<file path="src/source/rvIsaPkg.sv">
package rvIsaPkg;

    localparam int DataWidth = 32;
    localparam int AddrWidth = 32;

    // OTHER stands for any op that does not touch memory
    typedef enum logic [3:0] {
        LB, LH, LW, LBU, LHU, SB, SH, SW, OTHER
    } memOpT;

    typedef enum logic [1:0] {
        One, Two, Four
    } accessSizeT;

    function automatic logic opIsLoad(memOpT op);
        return op inside {LB, LH, LW, LBU, LHU};
    endfunction

    function automatic logic opIsStore(memOpT op);
        return op inside {SB, SH, SW};
    endfunction

    function automatic accessSizeT opSize(memOpT op);
        case (op)
            LB, LBU, SB: return One;
            LH, LHU, SH: return Two;
            default:     return Four;
        endcase
    endfunction

    // only the narrow loads without U extend the sign bit
    function automatic logic opSigned(memOpT op);
        return op inside {LB, LH};
    endfunction

endpackage
</file>
<file path="src/source/lsqPkg.sv">
package lsqPkg;

    import rvIsaPkg::*;

    // default slot count, one slot per reorder tag
    localparam int NumEntries = 8;
    localparam int TagWidth   = $clog2(NumEntries);

    typedef logic [TagWidth-1:0] tagT;

    // a source operand, either present or waiting on a tag
    typedef struct packed {
        logic                 ready;
        tagT                  tag;
        logic [DataWidth-1:0] value;
    } operandT;

    typedef struct packed {
        logic                 valid;
        memOpT                op;
        logic [DataWidth-1:0] imm;
        tagT                  rdTag;
        operandT              rs1;
        operandT              rs2;
    } dispatchT;

    typedef struct packed {
        logic                 valid;
        tagT                  tag;
        logic [DataWidth-1:0] value;
    } broadcastT;

    typedef struct packed {
        logic                 occupied;
        logic                 issued;
        memOpT                op;
        logic [DataWidth-1:0] imm;
        operandT              rs1;
        operandT              rs2;
    } entryStateT;

    typedef struct packed {
        logic                 valid;
        logic                 isStore;
        tagT                  tag;
        accessSizeT           size;
        logic                 isSigned;
        logic [AddrWidth-1:0] addr;
        logic [DataWidth-1:0] data;
    } memReqT;

    typedef struct packed {
        logic                 valid;
        logic                 isStore;
        tagT                  tag;
        logic [DataWidth-1:0] data;
    } memRespT;

endpackage

</file>
<file path="src/source/lsqEntry.sv">
`timescale 1ns/1ps

module lsqEntry
    import lsqPkg::*;
(
    input  logic       clk,
    input  logic       rst,
    input  logic       flush,
    input  logic       writeEn,
    input  logic       issueGrant,
    input  logic       free,
    input  dispatchT   entryIn,
    input  broadcastT  exBroadcast,
    input  broadcastT  loadResult,
    output entryStateT state
);

    // capture a value from either result bus when the tag matches
    function automatic operandT wake(operandT opnd, broadcastT bcA, broadcastT bcB);
        operandT res;
        res = opnd;
        if (!opnd.ready) begin
            if (bcA.valid && bcA.tag == opnd.tag) begin
                res.ready = 1'b1;
                res.value = bcA.value;
            end else if (bcB.valid && bcB.tag == opnd.tag) begin
                res.ready = 1'b1;
                res.value = bcB.value;
            end
        end
        return res;
    endfunction

    operandT rs1Next;
    operandT rs2Next;

    // a broadcast in the dispatch cycle is caught on the incoming operand
    always_comb begin
        if (writeEn) begin
            rs1Next = wake(entryIn.rs1, exBroadcast, loadResult);
            rs2Next = wake(entryIn.rs2, exBroadcast, loadResult);
        end else begin
            rs1Next = wake(state.rs1, exBroadcast, loadResult);
            rs2Next = wake(state.rs2, exBroadcast, loadResult);
        end
    end

    always_ff @(posedge clk) begin
        if (rst || flush || free) begin
            state.occupied <= 1'b0;
            state.issued   <= 1'b0;
        end else if (writeEn) begin
            state.occupied <= 1'b1;
            state.issued   <= 1'b0;
        end else if (issueGrant) begin
            state.issued <= 1'b1;
        end
    end

    // instruction payload and operands
    always_ff @(posedge clk) begin
        if (writeEn) begin
            state.op  <= entryIn.op;
            state.imm <= entryIn.imm;
        end
        state.rs1 <= rs1Next;
        state.rs2 <= rs2Next;
    end

    // lsqIssue only looks at occupied, not yet issued slots
    grantNeedsOccupied: assert property (
        @(posedge clk) disable iff (rst)
        issueGrant |-> state.occupied
    );

endmodule

</file>
<file path="config.mk">
export PLATFORM = sky130hd
export DESIGN_NAME = lsqEntry
export DESIGN_NICKNAME = d
export VERILOG_FILES = /design/src/source/rvIsaPkg.sv /design/src/source/lsqPkg.sv /design/src/source/lsqEntry.sv
export SDC_FILE = /design/constraint.sdc
export NUM_CORES = 1
export LEC_CHECK = 0
export ABC_CLOCK_PERIOD_IN_PS = 11800
export BUFFER_PORTS_ARGS = -buffer_cell sky130_fd_sc_hd__buf_4
export CAP_MARGIN = 5
export CORE_MARGIN = 5
export CORE_UTILIZATION = 40
export CTS_CLUSTER_DIAMETER = 50
export DETAILED_ROUTE_END_ITERATION = 7
export PLACE_DENSITY = 0.69
export SYNTH_ARGS = -nofsm -noshare
export SYNTH_HDL_FRONTEND = slang
export SYNTH_SLANG_ARGS = --single-unit
</file>
<file path="constraint.sdc">
create_clock -name clk -period 11.8 [get_ports clk]
set_input_delay 0 -clock clk [delete_from_list [all_inputs] [get_ports clk]]
set_output_delay 0 -clock clk [all_outputs]
set_load 0.1 [all_outputs]
</file>
==> run metrics <==
GP Congestion=a little under 0.9; first-pass GRT wire length=between 40000 and 50000 um; Hold Buf Count CTS=47; commonest non-fill, non-tap cells in the layout=buf_4 (311), edfxtp_1 (106), nor2_1 (67), a221oi_1 (64), nor3_2 (58); DR vias=a little under 7000; DRC=0; drt first pass iters=7; syn_nets=approximately 770; Slew @ Worst Pin=about 0.91 ns; clk_lat worst skew=between 0.3 and 0.4 ns; TritonCTS clock tree=built; Die W=about 140 um; Starting DRT DRC Count=roughly 650; #FFs+latches synth=110; max-cap violation count=0; fin crit period=around 2.6 ns; Post-Syn Instances=577; Layout Area Growth over Synthesis=45.1%; Final ANT Viol Nets=0; RR Startpoint=state[69]; initial antenna violation count=0; Site Rows=47; area occupied by multi-input gates=around 3300 um^2; die area=a little under 20000 um^2; setup tns final=0 ns; share of cells above drive strength 1=between 50% and 60%; slowest stage cell, crit path=nand4_1; hold path endpoint=state[66]; Crit Path Class=primary input to register; wirelength, routed=26600 um; CP Capture Type=register; routed vias/inst=6.11; maximum clock path buffer count=2; fin. max-slew vios=0; Largest Register=state; CTS buffer count=9; H-tree Lvls=3; Tcrit/Tclk final=22.3%; largest registers=state: 110 flops; initial core utilization=between 40% and 50%; critical-path maximum fanout=18; GR Util All Layers=roughly 26%; design area=9930 um^2; IO Pins=300; Layout fillers=roughly 1300; drt wl/cell=approximately 24 um; core area=~17000 um^2; Final nets=1077; dpl cell area=just over 9000 um^2; R2R depth=5; setup ws final=9.17 ns; Warnings, synthesis=0; crit path from=entryIn[68]; reg-to-reg setup timing slack=9.39 ns; HP Class=primary input to register; n_diodes=0; Clock Pin Slew Worst Setup and Hold Paths=0.08 ns; post-CTS sizing=0; commonest non-fill, non-tap cell in the layout=buf_4; skew final=0.00701 ns; clk sinks=between 100 and 150; critical path arrival=roughly 2.7 ns; most frequent cell on the critical path=buf_4; CP required=around 12 ns; setup bufs post-CTS=0; hold depth=3; Die Y=approximately 140 um; Largest stage delay, worst path=around 0.76 ns; CP cell instances=dlygate4sd3_1, buf_4, xnor2_1, nand4_1, buf_4, a221oi_1, nor3_2; outcome=finished clean; Mapped Area=slightly below 7000 um^2; Avg Cell Area, Syn=11.9 um^2; Slew HR=a little under 40%; Worst Hold Launch=entryIn[66]; final-report hold violation count=0; unrepaired setup endpoints after global routing=false; pin count of the biggest net entering global routing=63; number of flip-flops under the largest register name=between 100 and 150; final core occ=59.4%; R2R Path End=state[41]; port buffer count=between 200 and 300; Power Total=1.35 mW; vias in the first global route=just over 7000; global route total overflow=0; Setup crit start kind=primary input; clock root buffer master=clkbuf_16; Final setup viols=0; Sequential cell area=~3300 um^2; Distinct cells, synth=34; detailed placement HPWL=around 18000 um; static leakage power=just under 4 nW; register area share after synthesis=47.7%; pwr/cell area=roughly 140 nW/um^2; Fmax=380 MHz; pre-CTS WS=9.19 ns; Worst VDD drop=roughly 0.086 mV
## cell families (layout without fill, tap and decap cells)
logic type | after synthesis | in the layout | synth area share, %
AND/OR/NAND/NOR | 181 | 181 | 17.6
AO/OA/AOI/OAI | 137 | 137 | 16.2
flip-flops | 110 | 110 | 47.7
multiplexers | 64 | 64 | 10.5
buffers and inverters | 61 | 376 | 4.92
XOR/XNOR | 24 | 24 | 3.07
## stage by stage
| step | hold WS (ns) | cells |
|---|---|---|
| 6_report | 0.0614 | 1112 |
| 5_1_grt | 0.0615 | 1112 |
| 4_1_cts | 0.0453 | 1112 |
| 3_5_place_dp | 0.175 | 1049 |
| 3_3_place_gp | 0.174 | 1049 |
| 2_1_floorplan | 0.0764 | 577 |
## power breakdown
| group | internal [mW] | switching [mW] |
|---|---|---|
| sequential | 0.473 | 0.0140 |
| combinational | 0.149 | 0.391 |
| clock | 0.152 | 0.166 |
| total | 0.775 | 0.571 |
## worst max-delay path by stage
stage	to	depth (start not counted)
after floorplan	state[0]	5
after global placement	state[40]	6
after detailed placement	state[42]	6
after CTS	state[42]	7
after global routing	state[42]	7
final	state[39]	7
## Yosys cell counts, drive strengths merged
cell,count,area share [%]
edfxtp,106,47
nor2,67,3.7
nor3,66,9.1
a221oi,64,8.2
mux2,64,11
clkbuf,39,2.2
o22ai,31,2.8
o32ai,31,4.0
or3,31,2.8
buf,20,2.6
xnor2,18,2.3
xor2,6,0.77
dfxtp,4,1.2
nand4,4,0.37
nor4,4,0.80
o21ai,3,0.22
a21oi,2,0.15
a41o,2,0.29
a41oi,2,0.26
and4,2,0.26
inv,2,0.11
nand2,2,0.11
nand3b,2,0.22
nor2b,2,0.18
o41ai,2,0.26
nand2b,1,0.091
## final cells by class
cell class,count,share of cell area [%]
Sequential cell,110,32.9
Clock inverter,7,0.870
Tap cell,220,2.77
Multi-Input combinational cell,406,32.9
Inverter,2,0.0756
Clock buffer,9,2.27
Timing Repair Buffer,358,28.3
## worst max-delay path, delay by kind of cell
family          cells  cell delay [ns]
buf+inv             3             1.23
simple gates        2             0.85
xor+xnor            1             0.25
compound gates      1             0.39
## per-layer routing
metal | vias up | wire length (um) | GRT usage, %
met2 | 476 | 13400 | 45.5
met3 | 80 | 2550 | 6.47
met5 | - | 0 | 0
met4 | 0 | 848 | 11.1
met1 | 3270 | 9770 | 30.1
li1 | 2970 | - | -
Power figures use the tool's default switching activity.
