==> config.mk <==
export PLATFORM = sky130hd
export DESIGN_NAME = lsqIssue
export DESIGN_NICKNAME = d
export VERILOG_FILES = /design/src/source/rvIsaPkg.sv /design/src/source/lsqPkg.sv /design/src/source/lsqIssue.sv
export SDC_FILE = /design/constraint.sdc
export NUM_CORES = 1
export LEC_CHECK = 0
export ABC_AREA = 1
export CORE_AREA = 2 2 378 380
export DETAILED_ROUTE_END_ITERATION = 7
export DIE_AREA = 0 0 380 382
export DONT_BUFFER_PORTS = 1
export GPL_TIMING_DRIVEN = 1
export PLACE_DENSITY = 0.3
export SLEW_MARGIN = 20
export SYNTH_ARGS = -nofsm -noshare
export SYNTH_HDL_FRONTEND = slang
export SYNTH_SLANG_ARGS = --single-unit
==> constraint.sdc <==
create_clock -name clk -period 4.9 [get_ports clk]
set_input_delay 0.735 -clock clk [delete_from_list [all_inputs] [get_ports clk]]
set_output_delay 0.735 -clock clk [all_outputs]
set_load 0.02 [all_outputs]
==> src/source/rvIsaPkg.sv <==
package rvIsaPkg;

    localparam int DataWidth = 32;
    localparam int AddrWidth = 32;

    // OTHER stands for any op that does not touch memory
    typedef enum logic [3:0] {
        LB, LH, LW, LBU, LHU, SB, SH, SW, OTHER
    } memOpT;

    typedef enum logic [1:0] {
        One, Two, Four
    } accessSizeT;

    function automatic logic opIsLoad(memOpT op);
        return op inside {LB, LH, LW, LBU, LHU};
    endfunction

    function automatic logic opIsStore(memOpT op);
        return op inside {SB, SH, SW};
    endfunction

    function automatic accessSizeT opSize(memOpT op);
        case (op)
            LB, LBU, SB: return One;
            LH, LHU, SH: return Two;
            default:     return Four;
        endcase
    endfunction

    // only the narrow loads without U extend the sign bit
    function automatic logic opSigned(memOpT op);
        return op inside {LB, LH};
    endfunction

endpackage
==> src/source/lsqPkg.sv <==
package lsqPkg;

    import rvIsaPkg::*;

    // default slot count, one slot per reorder tag
    localparam int NumEntries = 8;
    localparam int TagWidth   = $clog2(NumEntries);

    typedef logic [TagWidth-1:0] tagT;

    // a source operand, either present or waiting on a tag
    typedef struct packed {
        logic                 ready;
        tagT                  tag;
        logic [DataWidth-1:0] value;
    } operandT;

    typedef struct packed {
        logic                 valid;
        memOpT                op;
        logic [DataWidth-1:0] imm;
        tagT                  rdTag;
        operandT              rs1;
        operandT              rs2;
    } dispatchT;

    typedef struct packed {
        logic                 valid;
        tagT                  tag;
        logic [DataWidth-1:0] value;
    } broadcastT;

    typedef struct packed {
        logic                 occupied;
        logic                 issued;
        memOpT                op;
        logic [DataWidth-1:0] imm;
        operandT              rs1;
        operandT              rs2;
    } entryStateT;

    typedef struct packed {
        logic                 valid;
        logic                 isStore;
        tagT                  tag;
        accessSizeT           size;
        logic                 isSigned;
        logic [AddrWidth-1:0] addr;
        logic [DataWidth-1:0] data;
    } memReqT;

    typedef struct packed {
        logic                 valid;
        logic                 isStore;
        tagT                  tag;
        logic [DataWidth-1:0] data;
    } memRespT;

endpackage

==> src/source/lsqIssue.sv <==
`timescale 1ns/1ps

module lsqIssue
    import rvIsaPkg::*, lsqPkg::*;
#(
    parameter int NumEntries = lsqPkg::NumEntries
) (
    input  logic                  clk,
    input  logic                  rst,
    input  logic                  flush,
    input  entryStateT            states [NumEntries],
    input  logic                  commitValid,
    input  tagT                   commitTag,
    output logic [NumEntries-1:0] grant,
    output memReqT                memReq
);

    entryStateT commitEntry;
    entryStateT sel;
    logic       storeHit;
    logic       loadHit;
    tagT        loadTag;
    tagT        selTag;
    memReqT     reqNext;

    // store named by the reorder buffer once both operands are in
    always_comb begin
        commitEntry = states[commitTag];
        storeHit    = commitValid && commitEntry.occupied && !commitEntry.issued &&
                      opIsStore(commitEntry.op) &&
                      commitEntry.rs1.ready && commitEntry.rs2.ready;
    end

    // scan downward so the lowest ready index wins
    always_comb begin
        loadHit = 1'b0;
        loadTag = '0;
        for (int i = NumEntries - 1; i >= 0; i--) begin
            if (states[i].occupied && !states[i].issued &&
                opIsLoad(states[i].op) && states[i].rs1.ready) begin
                loadHit = 1'b1;
                loadTag = tagT'(i);
            end
        end
    end

    assign selTag = storeHit ? commitTag : loadTag;
    assign sel    = states[selTag];

    always_comb begin
        grant = '0;
        if (storeHit || loadHit) begin
            grant[selTag] = 1'b1;
        end
    end

    always_comb begin
        reqNext.valid    = storeHit || loadHit;
        reqNext.isStore  = storeHit;
        reqNext.tag      = selTag;
        reqNext.size     = opSize(sel.op);
        reqNext.isSigned = opSigned(sel.op);
        reqNext.addr     = sel.rs1.value + sel.imm;
        reqNext.data     = storeHit ? sel.rs2.value : '0;
    end

    always_ff @(posedge clk) begin
        if (rst || flush) begin
            memReq.valid <= 1'b0;
        end else begin
            memReq <= reqNext;
        end
    end

    // the reorder buffer commits only stores that are waiting with both operands in
    commitNamesReadyStore: assert property (
        @(posedge clk) disable iff (rst)
        commitValid |-> storeHit
    );

endmodule

==> results.py <==
metrics = {
    "cts": {
        "cts_buffers": 9,
        "cts_tree": "yes",
        "cts_root_buffer": "clkbuf_16",
        "htree_num_levels": 3,
        "clock-sinks": 72,
        "clk_pin_slew_worst_paths_ps": 80,
        "cts_max_path_buffers": 2,
    },
    "drt": {
        "firstDrtPassIters": 5,
        "drtAntennaViolNets": 0,
        "drt_iter0_markers": 799,
        "route.vias.total": 14940,
        "drt-wirelength-per-cell_um": 24.58,
        "viasPerCell": 3.645,
        "drc_errors": 0,
        "wl_mm": 100.8,
    },
    "global_route": {
        "grt_max_degree": 73,
        "grt_pass1_wl_mm": 131.2,
        "antenna_found_initial": 44,
        "grt_use_total": 0.1319,
        "grt_use_met1": 0.1621,
        "busiest_layer": "met2",
        "grt_overflow": 0,
        "grt_use_met3": 0.04432,
        "grt_use_met2": 0.2182,
        "grt_pass1_vias": 15120,
    },
    "setup_path": {
        "worst_path_max_delay_cell": "ha_1",
        "critPathMaxStageDelay_ps": 320,
        "crit_arrival_ps": 4810,
        "endpoint_kind": "flip-flop",
        "worstPathRequired_ps": 5080,
        "crit_fanout": 29,
        "crit_path_start": "commitTag[0]",
        "critPathKind": "in2reg",
        "critPathLaunchType": "input pin",
    },
    "status": {
        "outcome": "finished, final reports clean",
    },
    "yosys": {
        "synth_top_family_by_area": "simple AND/OR/NAND/NOR gates",
        "ys.flop_type": "edfxtp_1",
        "synth_fa_ha_area_frac": 0.03627,
        "synth_nets": 2914,
        "synth.avg_cell_area_um2": 5.638,
        "synthMuxAreaShare": 0,
        "synth_xor_area_frac": 0.02103,
        "synth_edf_count": 71,
        "synth_top_area_frac": 0.1896,
        "yosys.area.top_type": "edfxtp_1",
        "synth_cell_types": 44,
        "ys_ff_latch": 72,
        "ys_seq_area_frac": 0.1913,
        "netlist_top_cells_area": "edfxtp_1 19%, nand2_1 18%, nor2_1 12%",
        "synth-simple-area-share": 0.4044,
        "synth_area_um2": 11250,
        "synth_compound_area_frac": 0.2512,
        "yosys_warnings": 0,
        "async_reset_ff_frac": 0,
        "synthCells": 1995,
    },
    "placed_design": {
        "portBuffers": 0,
        "placed_cell_area_um2": 15750,
        "post-dp-hpwl_mm": 88.55,
        "dpl.cell_count": 4060,
        "place_congestion": 0.8917,
    },
    "power_and_ir_drop": {
        "p_per_area_nw_per_um2": 298.5,
        "irDropWorstVdd_v": 0.0001385,
        "p_leak_nw": 6.894,
        "fin_total_pwr_mw": 5.019,
    },
    "sta": {
        "rsz0062_at_grt": "yes",
        "timing.final.crit_period_ps": 4628,
        "max_clock_freq_mhz": 216.1,
        "fin_crit_sh": 0.9444,
        "hold_violations": 0,
        "setup_viol": 0,
        "holdWs_ps": 372.7,
        "maxSlewHeadroom": 0.1714,
        "finalMaxSlewViolations": 0,
        "worstMarginPinSlew_ps": 1230,
    },
    "die": {
        "die_x_um": 380,
        "core_um2": 140900,
        "die_h_um": 382,
        "io_pins": 967,
        "rows": 138,
        "dieArea_um2": 145200,
        "initial_utilization": 0.07983,
    },
    "finish": {
        "final_cell_area_um2": 16820,
        "largest_reg_flops": 72,
        "final_cells": 4099,
        "final_nets": 3112,
        "finish.utilization": 0.1194,
        "largest_register": "memReq",
        "drive_gt1_frac": 0.2011,
        "areaGrowthSynthToFinish_pct": 49.52,
        "reg.largest.list": "memReq: 72 flops",
        "fillCellCount": 16800,
    },
    "hold_path": {
        "min_path_type": "in2reg",
        "hp-start": "rst",
    },
    "job": {
        "drv_cap": 0,
    },
}
## Yosys cell counts (6+ instances only)
cell and count:
a31oi_1 10, a211oi_1 48, ha_1 31, xor2_1 19
o2111ai_1 14, o21ai_1 31, o22ai_1 32, inv_1 101
o21ai_0 209, clkbuf_1 33, nand3_1 166, edfxtp_1 71
nand2_1 551, o21bai_1 16, nor2_1 362, xnor2_1 8
nor3_1 7, nand4_1 6, a21oi_1 131, buf_2 90
## worst max-delay path, delay by kind of cell
| kind | cells | cell delay, ps |
|---|---|---|
| compound gates | 5 | 580 |
| simple gates | 18 | 1700 |
| fa+ha+maj | 1 | 320 |
| buf+inv | 10 | 1410 |
## report_power, final
group | internal [mW] | total (mW) | switching, mW
Clock | 0.374 | 0.729 | 0.355
Combinational | 1.42 | 3.23 | 1.81
Sequential | 0.858 | 1.06 | 0.199
Total | 2.65 | 5.02 | 2.37
## what timing repair did
action	4_1_cts	5_1_grt
pin swaps	1	16
cloned	0	5
buffers inserted	0	7
setup endpoints to repair	17	18
resized for setup	40	107
hold buffers	0	0
## area by class of cell
type | count | area (µm²) | share of cell area
Tap cell | 1890 | 2365 | 0.1406
Antenna cell | 11 | 27.53 | 0.001637
Timing Repair Buffer | 323 | 3089 | 0.1837
Clock inverter | 5 | 40.04 | 0.002381
Multi-Input combinational cell | 1681 | 8488 | 0.5048
Inverter | 106 | 401.6 | 0.02388
Clock buffer | 11 | 252.7 | 0.01503
Sequential cell | 72 | 2152 | 0.1280
## through the flow
step	setup slack, ps	setup TNS (ps)
2_1_floorplan	103.3	0
3_3_place_gp	-857.6	-12930
3_5_place_dp	-815.1	-12330
4_1_cts	-8.553	-8.553
5_1_grt	-21.39	-21.39
6_report	272.4	0
## per-layer routing
layer	vias up	share of wire	wire [µm]
met5	-	0.0025	250
met4	40	0.027	2770
met1	7005	0.42	42750
met3	115	0.077	7718
li1	7111	-	-
met2	670	0.47	47280
## worst paths after layout
| path | end | slack [ps] | depth (start not counted) |
|---|---|---|---|
| max | memReq[63] | 270 | 34 |
| min | memReq[71] | 370 | 1 |
## cells in the final DEF, fill, tap and decap left out, types with 11 or more instances in the layout
cell,netlist,layout
a211oi_2,0,17
buf_4,5,264
o2111ai_1,14,12
a21oi_2,0,14
o22ai_1,32,32
o21ai_0,209,195
nand3_1,166,163
nor2_1,362,360
buf_12,0,30
buf_6,5,11
nand2_1,551,541
diode_2,0,11
a211oi_1,48,29
a21oi_1,131,117
ha_1,31,26
xor2_1,19,18
o21bai_1,16,12
inv_1,101,100
clkbuf_16,0,14
o21ai_1,31,38
edfxtp_1,71,71
## kinds of logic (layout without fill, tap and decap cells)
kind of cell / Yosys count / in the layout
AND/OR/NAND/NOR: 1118 / 1118
AO/OA/AOI/OAI: 504 / 504
buffers and inverters: 242 / 445
flip-flops: 72 / 72
adder cells (fa/ha/maj): 32 / 32
XOR/XNOR: 27 / 27
other: 0 / 11
Note: power is estimated with default switching activity, not from simulation.
