File: config.mk
export PLATFORM = sky130hd
export DESIGN_NAME = lsqDispatch
export DESIGN_NICKNAME = d
export VERILOG_FILES = /design/src/source/rvIsaPkg.sv /design/src/source/lsqPkg.sv /design/src/source/lsqDispatch.sv
export SDC_FILE = /design/constraint.sdc
export NUM_CORES = 1
export LEC_CHECK = 0
export ABC_CLOCK_PERIOD_IN_PS = 1350
export BUFFER_PORTS_ARGS = -buffer_cell sky130_fd_sc_hd__clkbuf_2
export CORE_AREA = 2 2 95 97
export DETAILED_ROUTE_END_ITERATION = 8
export DIE_AREA = 0 0 97 99
export PLACE_DENSITY = 0.55
export SLEW_MARGIN = 20
export SYNTH_ARGS = -nofsm -noshare
export SYNTH_HDL_FRONTEND = slang
export SYNTH_SLANG_ARGS = --single-unit
File: constraint.sdc
create_clock -name vclk -period 1.35
set_input_delay 0.2025 -clock vclk [all_inputs]
set_output_delay 0.2025 -clock vclk [all_outputs]
set_load 0.01 [all_outputs]
File: src/source/rvIsaPkg.sv
package rvIsaPkg;

    localparam int DataWidth = 32;
    localparam int AddrWidth = 32;

    // OTHER stands for any op that does not touch memory
    typedef enum logic [3:0] {
        LB, LH, LW, LBU, LHU, SB, SH, SW, OTHER
    } memOpT;

    typedef enum logic [1:0] {
        One, Two, Four
    } accessSizeT;

    function automatic logic opIsLoad(memOpT op);
        return op inside {LB, LH, LW, LBU, LHU};
    endfunction

    function automatic logic opIsStore(memOpT op);
        return op inside {SB, SH, SW};
    endfunction

    function automatic accessSizeT opSize(memOpT op);
        case (op)
            LB, LBU, SB: return One;
            LH, LHU, SH: return Two;
            default:     return Four;
        endcase
    endfunction

    // only the narrow loads without U extend the sign bit
    function automatic logic opSigned(memOpT op);
        return op inside {LB, LH};
    endfunction

endpackage
File: src/source/lsqPkg.sv
package lsqPkg;

    import rvIsaPkg::*;

    // default slot count, one slot per reorder tag
    localparam int NumEntries = 8;
    localparam int TagWidth   = $clog2(NumEntries);

    typedef logic [TagWidth-1:0] tagT;

    // a source operand, either present or waiting on a tag
    typedef struct packed {
        logic                 ready;
        tagT                  tag;
        logic [DataWidth-1:0] value;
    } operandT;

    typedef struct packed {
        logic                 valid;
        memOpT                op;
        logic [DataWidth-1:0] imm;
        tagT                  rdTag;
        operandT              rs1;
        operandT              rs2;
    } dispatchT;

    typedef struct packed {
        logic                 valid;
        tagT                  tag;
        logic [DataWidth-1:0] value;
    } broadcastT;

    typedef struct packed {
        logic                 occupied;
        logic                 issued;
        memOpT                op;
        logic [DataWidth-1:0] imm;
        operandT              rs1;
        operandT              rs2;
    } entryStateT;

    typedef struct packed {
        logic                 valid;
        logic                 isStore;
        tagT                  tag;
        accessSizeT           size;
        logic                 isSigned;
        logic [AddrWidth-1:0] addr;
        logic [DataWidth-1:0] data;
    } memReqT;

    typedef struct packed {
        logic                 valid;
        logic                 isStore;
        tagT                  tag;
        logic [DataWidth-1:0] data;
    } memRespT;

endpackage

File: src/source/lsqDispatch.sv
`timescale 1ns/1ps

module lsqDispatch
    import rvIsaPkg::*, lsqPkg::*;
#(
    parameter int NumEntries = lsqPkg::NumEntries
) (
    input  logic                  clk,
    input  logic                  rst,
    input  dispatchT              dispatch,
    input  logic [NumEntries-1:0] occupiedVec,
    output logic [NumEntries-1:0] writeEn,
    output dispatchT              entryIn,
    output logic                  full
);

    logic isLoad;
    logic isMemOp;

    assign isLoad  = opIsLoad(dispatch.op);
    assign isMemOp = dispatch.valid && (isLoad || opIsStore(dispatch.op));

    // the destination tag names the slot directly
    always_comb begin
        writeEn = '0;
        if (isMemOp) begin
            writeEn[dispatch.rdTag] = 1'b1;
        end
    end

    // loads never read rs2, so it is marked present up front
    always_comb begin
        entryIn       = dispatch;
        entryIn.valid = isMemOp;
        if (isLoad) begin
            entryIn.rs2.ready = 1'b1;
            entryIn.rs2.value = '0;
        end
    end

    assign full = &occupiedVec;

    // the producer must hold off while the tag is still in use
    noWriteToOccupied: assert property (
        @(posedge clk) disable iff (rst)
        (writeEn & occupiedVec) == '0
    );

endmodule

==> results of run 1 <==
[per-stage QoR]
stage	utilization	setup TNS (ns)	instances	hold WS, ns	cell area [sq um]
after floorplan	-	0	137	0.456	957
final	0.133	0	265	0.405	1140
after CTS	0.114	-0.788	261	0.405	977
after global placement	0.112	-1.46	260	0.405	957
after global routing	0.133	-0.00363	265	0.405	1140
after detailed placement	0.112	-2.24	260	0.405	957
[power by group through the flow]
| stage | registers, mW | logic [mW] | clock network, mW |
|---|---|---|---|
| 6_report | 0 | 0.378 | 0 |
| 2_1_floorplan | 0 | 0.371 | 0 |
| 3_5_place_dp | 0 | 0.300 | 0 |
| 3_3_place_gp | 0 | 0.297 | 0 |
| 5_1_grt | 0 | 0.415 | 0 |
| 4_1_cts | 0 | 0.314 | 0 |
[timing repair]
action                                  4_1_cts  5_1_grt
buffers inserted                              0        0
resized for setup                             4       37
pin swaps                                     2       20
endpoints found under the hold margin         0        0
endpoints found under the setup margin       33       32
cloned                                        1        4
[placed cells by master (no fill, tap or decap), drive strengths merged]
master / n
and2b: 1
and3: 32
buf: 7
clkbuf: 93
nand2: 1
nand2b: 2
nand3b: 2
nand4: 2
nor2: 7
nor3: 2
or2: 2
or3: 5
or3b: 1
[cells in the mapped netlist]
cell       n
buf_4     79
and3_1    29
nor2_1     7
and3_2     3
buf_6      3
clkbuf_1   3
nand2b_1   2
nand3b_1   2
nand4_1    2
nor3_1     2
and2b_2    1
nand2_1    1
or2_2      1
or3_4      1
or3b_2     1
[area by class of cell]
class,count,area (sq um)
Tap cell,108,135
Fill cell,981,7410
Timing Repair Buffer,100,527
Multi-Input combinational cell,57,479
[metal layers]
metal	global-route usage	part of all wire
met1	0.0684	0.36
met5	0	0
met4	0.0336	0.045
met3	0.0227	0.10
met2	0.103	0.49
[final timing paths]
path	from	end
worst max-delay path	dispatch[110]	writeEn[0]
worst min-delay path	dispatch[101]	entryIn[101]
[logic make-up (layout without fill, tap and decap cells)]
family / Yosys count / in the layout / synth area share
and+or+nand+nor: 52 / 57 / 0.333
buffers and inverters: 85 / 100 / 0.667
==> flow_metrics.tcl, run 1 <==
set metrics [dict create \
    antenna_cells 0 \
    synth_cells 137 \
    drtAntennaViolNets 0 \
    yosysTopAreaCell "buf_4" \
    period_share 0.980 \
    gp_congestion 0.714 \
    drc 0 \
    drtIter0Drc 5 \
    layout_setup_ws_ns 0.0272 \
    fp-row-count 34 \
    first_global_vias 918 \
    ctsHoldBuffers 0 \
    wl_per_cell_um 14.6 \
    synth_top_area_frac 0.620 \
    rsz0062_at_grt "true" \
    critical_path_depth 4 \
    switchingPower_uw 171 \
    clock_buffers 0 \
    powerDensity_nw_per_um2 332 \
    syn_avg_cell_area_sq_um 6.99 \
    ir_worst_vdd_mv 0.0942 \
    final_max_slew_viol_count 0 \
    chipHeight_um 99 \
    crit_type "in -> out" \
    register_area_sq_um 0 \
    nNetsFinal 281 \
    drt-vias-per-instance 3.49 \
    cpLargestDelayFamily "simple AND/OR/NAND/NOR gates" \
    yosysWarnings 0 \
    dr.pass1.iters 4 \
    yosysSeqAreaShare 0 \
    slew_headroom 0.858 \
    pwr-share-clk 0 \
    grt_pass1_wl_um 4840 \
    p_int_uw 207 \
    drt-total-wl_um 3880 \
    grt_max_degree 34 \
    post-route-min-period_ns 1.32 \
    start_kind "input pin" \
    p_comb_frac 1.000 \
    overflow 0 \
    max_freq_mhz 756 \
    finalSetupViolCount 0 \
    drv_cap 0 \
    die_x_um 97 \
    grt_usage 0.0618 \
    numPortBuffers 99 \
    synthTopCellsByArea "buf_4 62%, and3_1 19%, buf_6 3.5%, nor2_1 2.7%, and3_2 2.4%" \
    syn_nets 259 \
    ys_types 15 \
    crit_fanout 11 \
    worstPathCellList "buf_2 > or3b_4 > nor3_1 > clkbuf_2" \
    seq_cells 0 \
    syn_area_sq_um 957 \
    io_pins 243 \
    worst_setup_path_end_kind "primary output" \
    via_count 924 \
    crit_slowest_cell "or3b_4" \
    hp-class "in -> out" \
    post-place-ws_ns -0.0920 \
    hold_viol 0 \
    drive_gt1_frac 0.828 \
    cp_data_required_time_ns 1.15 \
    min_path_cells 0 \
    grt_antenna_before_repair 0 \
    swShare 0.453 \
    p_leak_nw 0.628 \
    outcome "completed" \
    die-area_sq_um 9600 \
    dp.final_hpwl_um 2450 \
    core-area_sq_um 8550 \
    pwr-share-seq 0 \
    area_growth_pct 19.2 \
    worstPathArrival_ns 1.12 \
    worstMarginPinSlew_ns 0.213 \
    power.total_uw 378 \
    slowest_delay_ns 0.44 \
    initial_core_util 0.112 \
    cp_num_buf_inv 2 \
]
Power figures use the tool's default switching activity.
==> inputs of run 2 (changes only) <==
--- a/config.mk
+++ b/config.mk
@@ -5,12 +5,13 @@
 export SDC_FILE = /design/constraint.sdc
 export NUM_CORES = 1
 export LEC_CHECK = 0
-export ABC_CLOCK_PERIOD_IN_PS = 1350
+export ABC_CLOCK_PERIOD_IN_PS = 1100
 export BUFFER_PORTS_ARGS = -buffer_cell sky130_fd_sc_hd__clkbuf_2
-export CORE_AREA = 2 2 95 97
+export CORE_AREA = 2 2 94 96
 export DETAILED_ROUTE_END_ITERATION = 8
-export DIE_AREA = 0 0 97 99
-export PLACE_DENSITY = 0.55
+export DIE_AREA = 0 0 96 98
+export GPL_TIMING_DRIVEN = 0
+export PLACE_DENSITY = 0.57
 export SLEW_MARGIN = 20
 export SYNTH_ARGS = -nofsm -noshare
 export SYNTH_HDL_FRONTEND = slang
==> constraint.sdc (replaced) <==
create_clock -name vclk -period 1.1
set_input_delay 0.165 -clock vclk [all_inputs]
set_output_delay 0.165 -clock vclk [all_outputs]
set_load 0.01 [all_outputs]
==> flow_metrics.tcl, run 2 (synthesis results as in run 1) <==
set metrics [dict create \
    violations "setup timing" \
    overflow 0 \
    pwr-share-seq 0 \
    core-area_sq_um 8470 \
    top_layer_used "met3" \
    die_x_um 96 \
    hold-worst-slack_ns 0.517 \
    drc 0 \
    drt-total-wl_um 4560 \
    mostFrequentLayoutCell "clkbuf_2" \
    die-area_sq_um 9410 \
    rsz0062_at_grt "true" \
    p_int_uw 635 \
    period_share 1.21 \
    fillCellCount 922 \
    stdcell_area_sq_um 2400 \
    drt-vias-per-instance 3.66 \
    pwr-share-clk 0 \
    wl_per_cell_um 10.8 \
    fp-row-count 34 \
    final_cells 421 \
    placed_area_sq_um 1940 \
    post-route-min-period_ns 1.33 \
    register_area_sq_um 0 \
    drtIter0Drc 17 \
    io_pins 243 \
    gp_congestion 0.683 \
    slew_headroom 0.865 \
    drt-met1-wl_um 1270 \
    numPortBuffers 170 \
    switchingPower_uw 384 \
    grt_antenna_before_repair 0 \
    drv_cap 0 \
    finalSetupViolCount 37 \
    max_freq_mhz 753 \
    worstPathArrival_ns 1.16 \
    nNetsFinal 437 \
    worst_setup_path_end_kind "primary output" \
    cp_data_required_time_ns 0.94 \
    seq_cells 0 \
    hp-class "in -> out" \
    crit_fanout 6 \
    start_kind "input pin" \
    grt_max_degree 11 \
    setup_tns_ns -7.04 \
    via_count 1541 \
    p_comb_frac 1.000 \
    outcome "finished with violations" \
    dp.final_hpwl_um 3900 \
    grt_usage 0.0770 \
    dr.pass1.iters 2 \
    drtAntennaViolNets 0 \
    area_growth_pct 151 \
    swShare 0.377 \
    ir_worst_vdd_mv 0.135 \
    antenna_cells 0 \
    final_max_slew_viol_count 0 \
    drive_gt1_frac 0.946 \
    grt_pass1_wl_um 5890 \
    powerDensity_nw_per_um2 424 \
    layout_setup_ws_ns -0.228 \
    layout_common_cells "137 x clkbuf_2, 80 x buf_4, 32 x buf_6, 27 x and3_4" \
    met2_length_um 2720 \
    dr_wl_met3_um 578 \
    initial_core_util 0.113 \
    power.total_mw 1.02 \
    first_global_vias 1347 \
    worstMarginPinSlew_ns 0.202 \
    hold_viol 0 \
    clock_buffers 0 \
    multiInputGateArea_sq_um 489 \
    dp.cells 415 \
    crit_type "in -> out" \
    p_leak_nw 1.41 \
    chipHeight_um 98 \
]
[run 2: final timing paths]
kind,cells past startpoint,to,startpoint
max,5,entryIn[9],dispatch[110]
min,2,entryIn[54],dispatch[54]
[run 2: through the flow]
stage / setup WS [ns] / utilization
2_1_floorplan: 0.000665 / -
3_3_place_gp: -0.293 / 0.230
3_5_place_dp: -0.307 / 0.230
4_1_cts: -0.233 / 0.261
5_1_grt: -0.249 / 0.284
6_report: -0.228 / 0.284
[run 2: what timing repair did]
item,4_1_cts,5_1_grt
buffers inserted,1,1
endpoints found under the setup margin,37,37
pin swaps,28,3
gates resized for setup,48,64
gates cloned,4,0
hold buffers,0,0
[run 2: worst max-delay path, stage by stage]
cell	delay [ns]
clkbuf_16	0.13
or3_4	0.43
buf_6	0.16
and3_4	0.16
buf_6	0.11
[run 2: cell type report]
class,count,area share
Timing Repair Buffer,175,0.471
Tap cell,108,0.0563
Multi-Input combinational cell,53,0.204
Buffer,85,0.269
[run 2: power by group through the flow]
stage / Combinational, mW / Clock [mW] / Sequential, mW
final: 1.02 / 0 / 0
after global routing: 1.09 / 0 / 0
after global placement: 0.797 / 0 / 0
after detailed placement: 0.803 / 0 / 0
after CTS: 0.926 / 0 / 0
after floorplan: 0.455 / 0 / 0
[run 2: per-layer routing]
| metal | global-route usage | up-vias |
|---|---|---|
| met4 | 0 | 0 |
| met1 | 0.0670 | 676 |
| met3 | 0.00309 | 0 |
| met2 | 0.184 | 139 |
| met5 | 0 | - |
| li1 | - | 726 |
